`config.mk`:
```
export PLATFORM = sky130hd
export DESIGN_NAME = mem_frontend
export DESIGN_NICKNAME = d
export VERILOG_FILES = /design/src/rtl/cpu_pkg.sv /design/src/rtl/mmu.sv /design/src/rtl/sram_like_handshake.sv /design/src/rtl/rdata_latch.sv /design/src/rtl/fetch_unit.sv /design/src/rtl/mem_frontend.sv
export SDC_FILE = /design/constraint.sdc
export NUM_CORES = 1
export LEC_CHECK = 0
export BUFFER_PORTS_ARGS = -buffer_cell sky130_fd_sc_hd__buf_2
export CAP_MARGIN = 20
export CORE_AREA = 5 5 144 146
export DETAILED_ROUTE_END_ITERATION = 10
export DIE_AREA = 0 0 149 151
export GPL_TIMING_DRIVEN = 0
export PLACE_DENSITY = 0.86
export SYNTH_ARGS = -nofsm -noshare
export SYNTH_HDL_FRONTEND = slang
export SYNTH_HIERARCHICAL = 1
export SYNTH_SLANG_ARGS = --single-unit
```
`constraint.sdc`:
```
create_clock -name clk -period 7.45 [get_ports clk]
set_input_delay 0.3725 -clock clk [delete_from_list [all_inputs] [get_ports clk]]
set_output_delay 0.3725 -clock clk [all_outputs]
set_load 0.05 [all_outputs]
```
`src/rtl/cpu_pkg.sv`:
```
`default_nettype none

package cpu_pkg;

    // ----------------------------------------
    // widths
    // ----------------------------------------
    localparam int addr_width = 32;
    localparam int data_width = 32;

    // ----------------------------------------
    // address map
    // ----------------------------------------

    // boot vector, lands in kseg1 so the first fetch is uncached
    localparam logic [31:0] reset_pc   = 32'hbfc0_0000;

    localparam logic [31:0] kseg0_base = 32'h8000_0000;
    localparam logic [31:0] kseg1_base = 32'ha000_0000;

    // drops the segment select bits
    localparam logic [31:0] seg_mask   = 32'h1fff_ffff;

    // ----------------------------------------
    // bus types
    // ----------------------------------------

    // request fsm of one sram-like port
    typedef enum logic [1:0] {
        hs_idle = 2'b00,
        hs_req  = 2'b01,
        hs_wait = 2'b10
    } hs_state_t;

    // encodes the size field of the sram-like bus
    typedef enum logic [1:0] {
        size_byte = 2'b00,
        size_half = 2'b01,
        size_word = 2'b10
    } mem_size_t;

endpackage

`default_nettype wire

```
`src/rtl/mmu.sv`:
```
`timescale 1ns/1ps
`default_nettype none

module mmu (
    input  logic [cpu_pkg::addr_width-1:0] vaddr,
    output logic [cpu_pkg::addr_width-1:0] paddr,
    output logic                           cached
);
    import cpu_pkg::*;

    logic in_kseg0;
    logic in_kseg1;

    // segment is picked by the top three bits
    assign in_kseg0 = (vaddr[31:29] == kseg0_base[31:29]);
    assign in_kseg1 = (vaddr[31:29] == kseg1_base[31:29]);

    always_comb begin
        if (in_kseg0 || in_kseg1) begin
            paddr = vaddr & seg_mask;
        end else begin
            // kuseg and kseg2/3 are mapped flat
            paddr = vaddr;
        end
    end

    // only kseg0 goes through the cache
    assign cached = in_kseg0;

endmodule

`default_nettype wire

```
`src/rtl/sram_like_handshake.sv`:
```
`timescale 1ns/1ps
`default_nettype none

module sram_like_handshake (
    input  logic               clk,
    input  logic               resetn,
    input  logic [31:0]        unique_id,
    input  logic               need_req,
    input  logic               addr_ok,
    input  logic               data_ok,
    output logic               req,
    output logic               busy,
    output cpu_pkg::hs_state_t state
);
    import cpu_pkg::*;

    logic [31:0] served_id;
    logic        served_valid;
    logic        new_id;
    logic        start;

    // an id that was served once is never requested again
    assign new_id = !served_valid || (unique_id != served_id);
    assign start  = (state == hs_idle) && need_req && new_id;

    always_ff @(posedge clk) begin
        if (!resetn) begin
            state        <= hs_idle;
            served_valid <= 1'b0;
        end else begin
            case (state)
                hs_idle: begin
                    if (start) begin
                        state        <= hs_req;
                        served_valid <= 1'b1;
                    end
                end
                hs_req: begin
                    // zero-latency slaves may return data with the address ack
                    if (addr_ok) begin
                        state <= data_ok ? hs_idle : hs_wait;
                    end
                end
                hs_wait: begin
                    if (data_ok) begin
                        state <= hs_idle;
                    end
                end
                default: state <= hs_idle;
            endcase
        end
    end

    always_ff @(posedge clk) begin
        if (start) begin
            served_id <= unique_id;
        end
    end

    assign req  = (state == hs_req);
    assign busy = need_req && ((state != hs_idle) || new_id) && !data_ok;

    // ----------------------------------------
    // bus protocol checks
    // ----------------------------------------

    // a waiting request keeps both req and the access it stands for
    a_req_held: assert property (@(posedge clk) disable iff (!resetn)
        (req && !addr_ok) |=> (req && $stable(unique_id)))
        else $error("req dropped or request changed before addr_ok");

    a_no_stray_data_ok: assert property (@(posedge clk) disable iff (!resetn)
        (state == hs_idle) |-> !data_ok)
        else $error("data_ok with no access outstanding");

endmodule

`default_nettype wire

```
`src/rtl/rdata_latch.sv`:
```
`timescale 1ns/1ps
`default_nettype none

module rdata_latch (
    input  logic                           clk,
    input  logic                           resetn,
    input  logic                           stall,
    input  logic                           flush,
    input  logic                           data_ok,
    input  logic [cpu_pkg::data_width-1:0] rdata,
    output logic [cpu_pkg::data_width-1:0] out,
    output logic                           valid
);
    import cpu_pkg::*;

    logic [data_width-1:0] word_q;
    logic                  held;

    always_ff @(posedge clk) begin
        if (data_ok) begin
            word_q <= rdata;
        end
    end

    // word stays held only while the stage cannot take it
    always_ff @(posedge clk) begin
        if (!resetn || flush) begin
            held <= 1'b0;
        end else if (data_ok) begin
            held <= stall;
        end else if (!stall) begin
            held <= 1'b0;
        end
    end

    // bypass in the arrival cycle
    assign out   = data_ok ? rdata : word_q;
    assign valid = data_ok || held;

endmodule

`default_nettype wire

```
`src/rtl/fetch_unit.sv`:
```
`timescale 1ns/1ps
`default_nettype none

module fetch_unit (
    input  logic                           clk,
    input  logic                           resetn,
    input  logic                           f_stall,
    input  logic                           imem_busy,
    input  logic                           f_instr_valid,
    output logic [cpu_pkg::addr_width-1:0] pc
);
    import cpu_pkg::*;

    logic hold;
    logic advance;

    // ----------------------------------------
    // fetch stage control
    // ----------------------------------------

    // outside stall or a fetch still on the bus
    assign hold    = f_stall || imem_busy;

    // instruction consumed this cycle
    assign advance = f_instr_valid && !hold;

    always_ff @(posedge clk) begin
        if (!resetn) begin
            pc <= reset_pc;
        end else if (advance) begin
            pc <= pc + 32'd4;
        end
    end

    // ----------------------------------------
    // checks
    // ----------------------------------------
    a_pc_aligned: assert property (@(posedge clk) disable iff (!resetn)
        pc[1:0] == 2'b00)
        else $error("pc not word aligned");

    // a delivered word and a pending fetch for the same pc cannot coexist
    a_valid_not_busy: assert property (@(posedge clk) disable iff (!resetn)
        f_instr_valid |-> !imem_busy)
        else $error("instruction valid while fetch still busy");

endmodule

`default_nettype wire

```
`src/rtl/mem_frontend.sv`:
```
`timescale 1ns/1ps
`default_nettype none

module mem_frontend (
    input  logic                           clk,
    input  logic                           resetn,

    input  logic                           f_stall,
    input  logic                           m_stall,
    input  logic                           m_flush,

    // memory stage command
    input  logic                           m_req,
    input  logic                           m_wr,
    input  cpu_pkg::mem_size_t             m_size,
    input  logic [cpu_pkg::addr_width-1:0] m_vaddr,
    input  logic [cpu_pkg::data_width-1:0] m_wdata,

    // instruction sram-like bus
    output logic                           inst_req,
    output logic                           inst_wr,
    output cpu_pkg::mem_size_t             inst_size,
    output logic [cpu_pkg::addr_width-1:0] inst_addr,
    output logic [cpu_pkg::data_width-1:0] inst_wdata,
    input  logic [cpu_pkg::data_width-1:0] inst_rdata,
    input  logic                           inst_addr_ok,
    input  logic                           inst_data_ok,
    output logic                           icached,

    // data sram-like bus
    output logic                           data_req,
    output logic                           data_wr,
    output cpu_pkg::mem_size_t             data_size,
    output logic [cpu_pkg::addr_width-1:0] data_addr,
    output logic [cpu_pkg::data_width-1:0] data_wdata,
    input  logic [cpu_pkg::data_width-1:0] data_rdata,
    input  logic                           data_addr_ok,
    input  logic                           data_data_ok,
    output logic                           dcached,

    // fetch stage
    output logic [cpu_pkg::addr_width-1:0] f_pc,
    output logic [cpu_pkg::data_width-1:0] f_instr,
    output logic                           f_instr_valid,

    // memory stage
    output logic [cpu_pkg::data_width-1:0] m_rdata,
    output logic                           m_rdata_valid,
    output logic                           m_busy,
    output logic                           m_done
);
    import cpu_pkg::*;

    logic        imem_busy;
    logic        dmem_busy;
    hs_state_t   imem_state;
    logic [31:0] data_count;
    logic        load_ok;

    // ----------------------------------------
    // instruction path
    // ----------------------------------------
    fetch_unit u_fetch_unit (
        .clk           (clk),
        .resetn        (resetn),
        .f_stall       (f_stall),
        .imem_busy     (imem_busy),
        .f_instr_valid (f_instr_valid),
        .pc            (f_pc)
    );

    mmu immu (
        .vaddr  (f_pc),
        .paddr  (inst_addr),
        .cached (icached)
    );

    // the pc itself tells one fetch from the next
    sram_like_handshake imem_handshake (
        .clk       (clk),
        .resetn    (resetn),
        .unique_id (f_pc),
        .need_req  (1'b1),
        .addr_ok   (inst_addr_ok),
        .data_ok   (inst_data_ok),
        .req       (inst_req),
        .busy      (imem_busy),
        .state     (imem_state)
    );

    rdata_latch f_rdata_latch (
        .clk     (clk),
        .resetn  (resetn),
        .stall   (f_stall),
        .flush   (1'b0),
        .data_ok (inst_data_ok),
        .rdata   (inst_rdata),
        .out     (f_instr),
        .valid   (f_instr_valid)
    );

    assign inst_wr    = 1'b0;
    assign inst_size  = size_word;
    assign inst_wdata = '0;

    // ----------------------------------------
    // data path
    // ----------------------------------------

    // one count per finished access, keeps repeated addresses apart
    always_ff @(posedge clk) begin
        if (!resetn) begin
            data_count <= 32'd0;
        end else if (m_req && data_data_ok) begin
            data_count <= data_count + 32'd1;
        end
    end

    mmu dmmu (
        .vaddr  (m_vaddr),
        .paddr  (data_addr),
        .cached (dcached)
    );

    sram_like_handshake dmem_handshake (
        .clk       (clk),
        .resetn    (resetn),
        .unique_id (data_count),
        .need_req  (m_req),
        .addr_ok   (data_addr_ok),
        .data_ok   (data_data_ok),
        .req       (data_req),
        .busy      (dmem_busy),
        .state     ()
    );

    // store acks carry no read data
    assign load_ok = data_data_ok && !m_wr;

    rdata_latch m_rdata_latch (
        .clk     (clk),
        .resetn  (resetn),
        .stall   (m_stall),
        .flush   (m_flush),
        .data_ok (load_ok),
        .rdata   (data_rdata),
        .out     (m_rdata),
        .valid   (m_rdata_valid)
    );

    assign data_wr    = m_wr;
    assign data_size  = m_size;
    assign data_wdata = m_wdata;
    assign m_busy     = dmem_busy;
    assign m_done     = data_data_ok;

    // ----------------------------------------
    // checks across fetch and handshake
    // ----------------------------------------
    a_pc_stable_in_fetch: assert property (@(posedge clk) disable iff (!resetn)
        (imem_state != hs_idle && !inst_data_ok) |=> $stable(f_pc))
        else $error("pc moved during an open fetch");

endmodule

`default_nettype wire

```
# Word level (Yosys, flattened, before mapping)
# Index checks and enable logic that the tools add are counted.
dict set report classes {
  n_mux 18
  reduce_logical 34
  add_sub_neg 2
  eq_ne 18
}
# op count
set ops {}
lappend ops {{$mux 32} 4}
lappend ops {{$ne 32x32->1} 2}
lappend ops {{$add 32x1->32 const B} 1}
lappend ops {{$add 32x3->32 const B} 1}
lappend ops {{$mux 2} 8}
lappend ops {{$eq 3x3->1 const B} 4}
lappend ops {{$ne 2x1->1 const B} 6}
lappend ops {{$pmux 2 s3} 2}
lappend ops {{$logic_or 1x1->1} 10}
lappend ops {{$logic_and 1x1->1} 9}
lappend ops {{$logic_not 1->1} 7}
lappend ops {{$reduce_and 3->1} 2}
lappend ops {{$eq 2x1->1 const B} 2}
lappend ops {{$eq 2x2->1 const B} 2}
lappend ops {{$logic_not 2->1} 2}
lappend ops {{$mux 1} 4}
lappend ops {{$ne 2x2->1 const B} 2}
lappend ops {{$reduce_and 2->1} 2}
lappend ops {{$reduce_bool 2->1} 2}
dict set report word_totals {
  inputBits 141
  out_inout_bits 238
  register_bits 200
  word_cells 84
}

# Longest topological paths before layout
dict set report depth {
  depth_word 7
  ltp_mapped 12
  depth_no_buf 9
}

# Cells and area by module
# Netlist, hierarchy kept.
# module seq_area_each_um2 area_per_inst_um2 cells_per_inst n_inst
set modules_own_cells {}
lappend modules_own_cells {sram_like_handshake 1021.0 1482.7 99 2}
lappend modules_own_cells {rdata_latch 660.6 1223.7 71 2}
lappend modules_own_cells {mem_frontend 640.6 2063.2 250 1}
lappend modules_own_cells {fetch_unit 600.6 1467.7 170 1}
lappend modules_own_cells {mmu 0.0 255.2 34 2}

# Least setup slack after synthesis
# Ideal clock, no wire load.
dict set report synth_path {
  path_type {register to register}
  startpoint {register u_fetch_unit/pc[29] in the netlist's numbering}
  endpoint {register u_fetch_unit/pc[27] in the netlist's numbering}
  setup_time_ns 0.063
  t_required_ns 7.387
  path_stages_with_launch 12
  arrival_time_ns 3.564
  setup_slack_ns 3.822
  n_path_buf 2
  period_less_slack_ns 3.628
  path_cell_list {dfxtp_1 -> xnor2_1 -> nand2_1 -> or4_1 -> nor4_2 -> a21oi_1 -> or3b_1 -> buf_6 -> or4_1 -> buf_2 -> or4_1 -> nand3_1}
}
dict set report synth_via {
  elab_chain_cells 7
}
# item line
set synth_lines {}
lappend synth_lines {{start, declared} fetch_unit.sv:10} ;# output logic [cpu_pkg::addr_width-1:0] pc
lappend synth_lines {{start signal, assigned} fetch_unit.sv:29} ;# pc <= reset_pc;
lappend synth_lines {{start signal, assigned} fetch_unit.sv:31} ;# pc <= pc + 32'd4;
lappend synth_lines {{$ne 32x32->1} sram_like_handshake.sv:23} ;# assign new_id = !served_valid || (unique_id != served_id);
lappend synth_lines {{$logic_or 1x1->1} sram_like_handshake.sv:23}
lappend synth_lines {{$logic_or 1x1->1} sram_like_handshake.sv:61} ;# assign busy = need_req && ((state != hs_idle) || new_id) && !data_ok;
lappend synth_lines {{$logic_and 1x1->1} sram_like_handshake.sv:61}
lappend synth_lines {{via imem_busy} mem_frontend.sv:54} ;# logic imem_busy;
lappend synth_lines {{$logic_or 1x1->1} fetch_unit.sv:22} ;# assign hold = f_stall || imem_busy;
lappend synth_lines {{$logic_not 1->1} fetch_unit.sv:25} ;# assign advance = f_instr_valid && !hold;
lappend synth_lines {{$logic_and 1x1->1} fetch_unit.sv:25}
# The timed path passes the listed nets, and every way through them passes these cells.
# A chain may end at the register's enable or synchronous reset.

# Final worst setup path
dict set report layout_path {
  startpoint {register u_fetch_unit/pc[10] in the netlist's numbering}
  endpoint {register u_fetch_unit/pc[27] in the netlist's numbering}
}
# Same word-level chain as after synthesis.

==> results list <==
* Aggregate routed wire length: 24.63 mm
- Setup violations remaining at the end of the flow were counted as 0.
- Synthesis inferred 198 register bits.
- In this run the horizontal extent of the chip is 149 um.
- The first detailed-routing pass ran for 5 iterations.
* Syn Area/Cell: 11.42 sq um
* Maximum ir drop on the vdd rail: 0.1588 mV
- Number of vias per cell after detailed routing: 5.082
- Relative to the synthesized area, the layout overhead comes to 26.39%.
- Count of routing violations after the opening detailed-route iteration: 537
* Global-route usage over all layers: 20.69%
* Critical Path Most Common Cell: or4_1
* Leakage power figure: 5.417 nW
* Result of the run: complete, no violations
* Cell breakdown of the critical path: xor2_1 > nor4_1 > nand4_2 > nor4_2 > a21oi_1 > or3b_1 > buf_6 > or4_1 > buf_2 > or4_1 > nand3_1
- Buffers inserted to repair hold after CTS numbered 0.
- Share of flip-flops with an asynchronous set or reset: 0%
- Counting flops with a built-in enable in the synthesized netlist gives 64.
- For this configuration, the core starts out at a cell density of 49.06%.
- During synthesis, Yosys emitted a total of 6 warnings.
* Placer's final routability congestion estimate: 0.8350
- Wire length of the first global-routing pass: 36.87 mm
* Final routed DRC violation total: 0
- Leaving out fill and tap cells, the most frequent cell in the layout is buf_2.
- Total via count in the routed design: 7334
- The detailed router put a total of 9.710 mm of wire on met1.
- Register area share after synthesis: 48.70%
* Placement Rows: 51
* Number of max-cap violations: 0
- The worst setup path is launched from a register.
- Routed wire length on met2: 12.64 mm
- Crit path buffers/inverters: 2
* Clock insertion delay at the later pin of the skew report: 0.43 ns
- Hold Path Class: primary input to register
- Routed wl met3: 1.919 mm
- Highest cell delay on the worst timing path: 0.57 ns
- Total Nets Final: 1306
- Normalized max-slew margin: 36.03%
- Counting along the longest clock path gives a buffer depth of 2.
- Data arrival, critical path: 4.36 ns
- Subtracting the final worst setup slack from the clock period gives 3.988 ns.
- For the final routed database, the setup TNS stands at 0 ns.
- Number of buffers inserted during clock tree synthesis: 17
* Detailed-route wire length per cell: 17.07 um
- HPWL after detailed placement: 18.19 mm
- Setup repair after global routing missed its margin: false
- TritonCTS built the clock tree.
- Uppermost routed layer: met4
- Sum of overflow across all layers after global routing: 0
- For this run, the leading register cell type out of synthesis is dfxtp_1.
- The H-tree was split into 4 levels.
- Summing all non-filler instances in the final layout gives an area of 11950 sq um.
* Worst Skew: 0.01110 ns
- Post-Route Utilization: 62.00%
- Die height: 151 um
- The number of antenna violations at the first check in global routing was 0.
- Fill count: 1555
- The slowest stage of the critical path is the nor4_2 cell.
- The final critical path takes up 53.54% of the cycle.
- In the final layout, the share of cells above drive strength 1 is 45.49%.
- The synthesized netlist occupies a cell area of 9454 sq um.
- Placeable core area: 19270 sq um
* Power density over the cells: 228.0 nW/um^2
- Entering global routing, the biggest net connects 33 pins.
- For this run, the top clock speed supported by timing is 250.7 MHz.
- Post-CTS timing repair inserted 0 buffers for setup.
- After the flow finishes, the layout carries non-filler instances totaling 1443.
- CTS saw 198 sinks.
- Leaving out fill and tap cells, the most frequent cells in the layout are buf_2, dfxtp_1, buf_4.
* Number of port buffers: 276
* Root buf cell: clkbuf_16
* Max-slew violation count: 0
- In this run, post-CTS repair resized a total of 0 instances.
* Slew at the pin closest to its max-slew limit: 0.9573 ns
- In this run the worst path has a maximum fanout of 10.
* Die Footprint: 22500 sq um
* Dpl cell area: 11330 sq um
- Synthesized instance count: 828
* Cell family contributing the most delay on the critical path: simple AND/OR/NAND/NOR gates
- After layout, the design draws a total of 2.724 mW.
- Remaining number of nets flagged by the antenna check after routing: 0
* Number of endpoints with negative hold slack in the final report: 0
* Critical Setup Path Class: register to register
* Number of global-route vias before repair: 7036
* Cell count after placement: 1408
- Critical Path RT: 7.82 ns
- Number of different library cells in the post-synthesis netlist: 51
- CP Capture Type: register
- Clock slew at reported path FFs: 0.07 ns
- Top-level I/O count: 379
-- where the power goes --
group | internal [mW] | total (mW) | switching, mW
clock | 0.513 | 0.933 | 0.419
combinational | 0.184 | 0.589 | 0.405
sequential | 1.18 | 1.20 | 0.0240
-- cells in the mapped netlist (3+ instances only) --
cell | instances | share of area, %
dfxtp_1 | 134 | 28
buf_4 | 131 | 10
edfxtp_1 | 64 | 20
mux2_4 | 60 | 9.5
xor2_1 | 54 | 5.0
a21oi_1 | 36 | 1.9
nand3_1 | 32 | 1.7
nor2_1 | 30 | 1.2
or4_1 | 29 | 2.3
nand2_1 | 27 | 1.1
o31ai_1 | 26 | 2.1
xnor2_1 | 23 | 2.1
nand4_1 | 19 | 1.3
clkbuf_1 | 17 | 0.67
and4_1 | 16 | 1.5
inv_1 | 16 | 0.64
o21ai_0 | 14 | 0.74
nor4_1 | 12 | 0.79
or3_1 | 8 | 0.53
and3_1 | 7 | 0.46
buf_12 | 6 | 1.3
mux2_2 | 6 | 0.71
nor2b_1 | 5 | 0.33
and2_1 | 4 | 0.26
nand2b_1 | 4 | 0.26
a31oi_1 | 3 | 0.20
buf_2 | 3 | 0.16
buf_6 | 3 | 0.36
conb_1 | 3 | 0.12
-- layer usage --
layer	GRT usage, %	vias to the layer above
met2	36.05	351
met5	0	-
met1	25.14	3475
met3	5.177	27
li1	-	3481
met4	6.911	0
-- final cells by class --
cell class / instances / area (sq um) / area share, %
clock inverters: 12 / 131.4 / 1.099
multi-input cells: 493 / 3735 / 31.26
repair buffers: 277 / 1386 / 11.60
well taps: 265 / 331.6 / 2.775
inverters: 16 / 60.06 / 0.5026
clock buffers: 20 / 479.2 / 4.010
diodes: 2 / 5.005 / 0.04188
plain buffers: 160 / 1216 / 10.18
flip-flops and latches: 198 / 4604 / 38.53
-- logic make-up (layout without fill, tap and decap cells) --
kind of cell	Yosys count	count (layout)	synth area share, %
multiplexers	67	67	10.35
XOR/XNOR	77	77	7.133
AO/OA/AOI/OAI	89	89	5.797
AND/OR/NAND/NOR	216	216	14.13
adder cells (fa/ha/maj)	2	2	0.2646
buffers and inverters	176	485	13.50
other	3	44	0.1191
flip-flops	198	198	48.70
-- path summary, 6_finish.rpt --
| kind | startpoint | to | slack, ns | cells past startpoint |
|---|---|---|---|---|
| setup / recovery | u_fetch_unit/pc[10]$_SDFFE_PN0P_ | u_fetch_unit/pc[27]$_SDFFE_PN1P_ | 3.46 | 11 |
| hold / removal | inst_data_ok | imem_handshake/state[1]$_SDFFE_PN0P_ | 0.15 | 2 |
| setup reg to reg | u_fetch_unit/pc[10]$_SDFFE_PN0P_ | u_fetch_unit/pc[27]$_SDFFE_PN1P_ | 3.46 | 11 |
| hold reg to reg | m_rdata_latch/word_q[26]$_DFF_P_ | m_rdata_latch/word_q[26]$_DFF_P_ | 0.47 | 1 |
-- through the flow --
stage / hold slack (ns) / worst slack (ns)
2_1_floorplan: 0.4479 / 3.822
3_3_place_gp: 0.4508 / 3.677
3_5_place_dp: 0.4549 / 3.432
4_1_cts: 0.1353 / 3.389
5_1_grt: 0.1305 / 3.285
6_report: 0.1532 / 3.462
-- registers in the layout, summed over array words and instances, names as in the netlist, 2 cells and up --
signal                    flops
m_rdata_latch/word_q         32
imem_handshake/state          2
imem_handshake/served_id     32
dmem_handshake/state          2
data_count                   32
dmem_handshake/served_id     32
f_rdata_latch/word_q         32
u_fetch_unit/pc              30
Power figures use the tool's default switching activity.
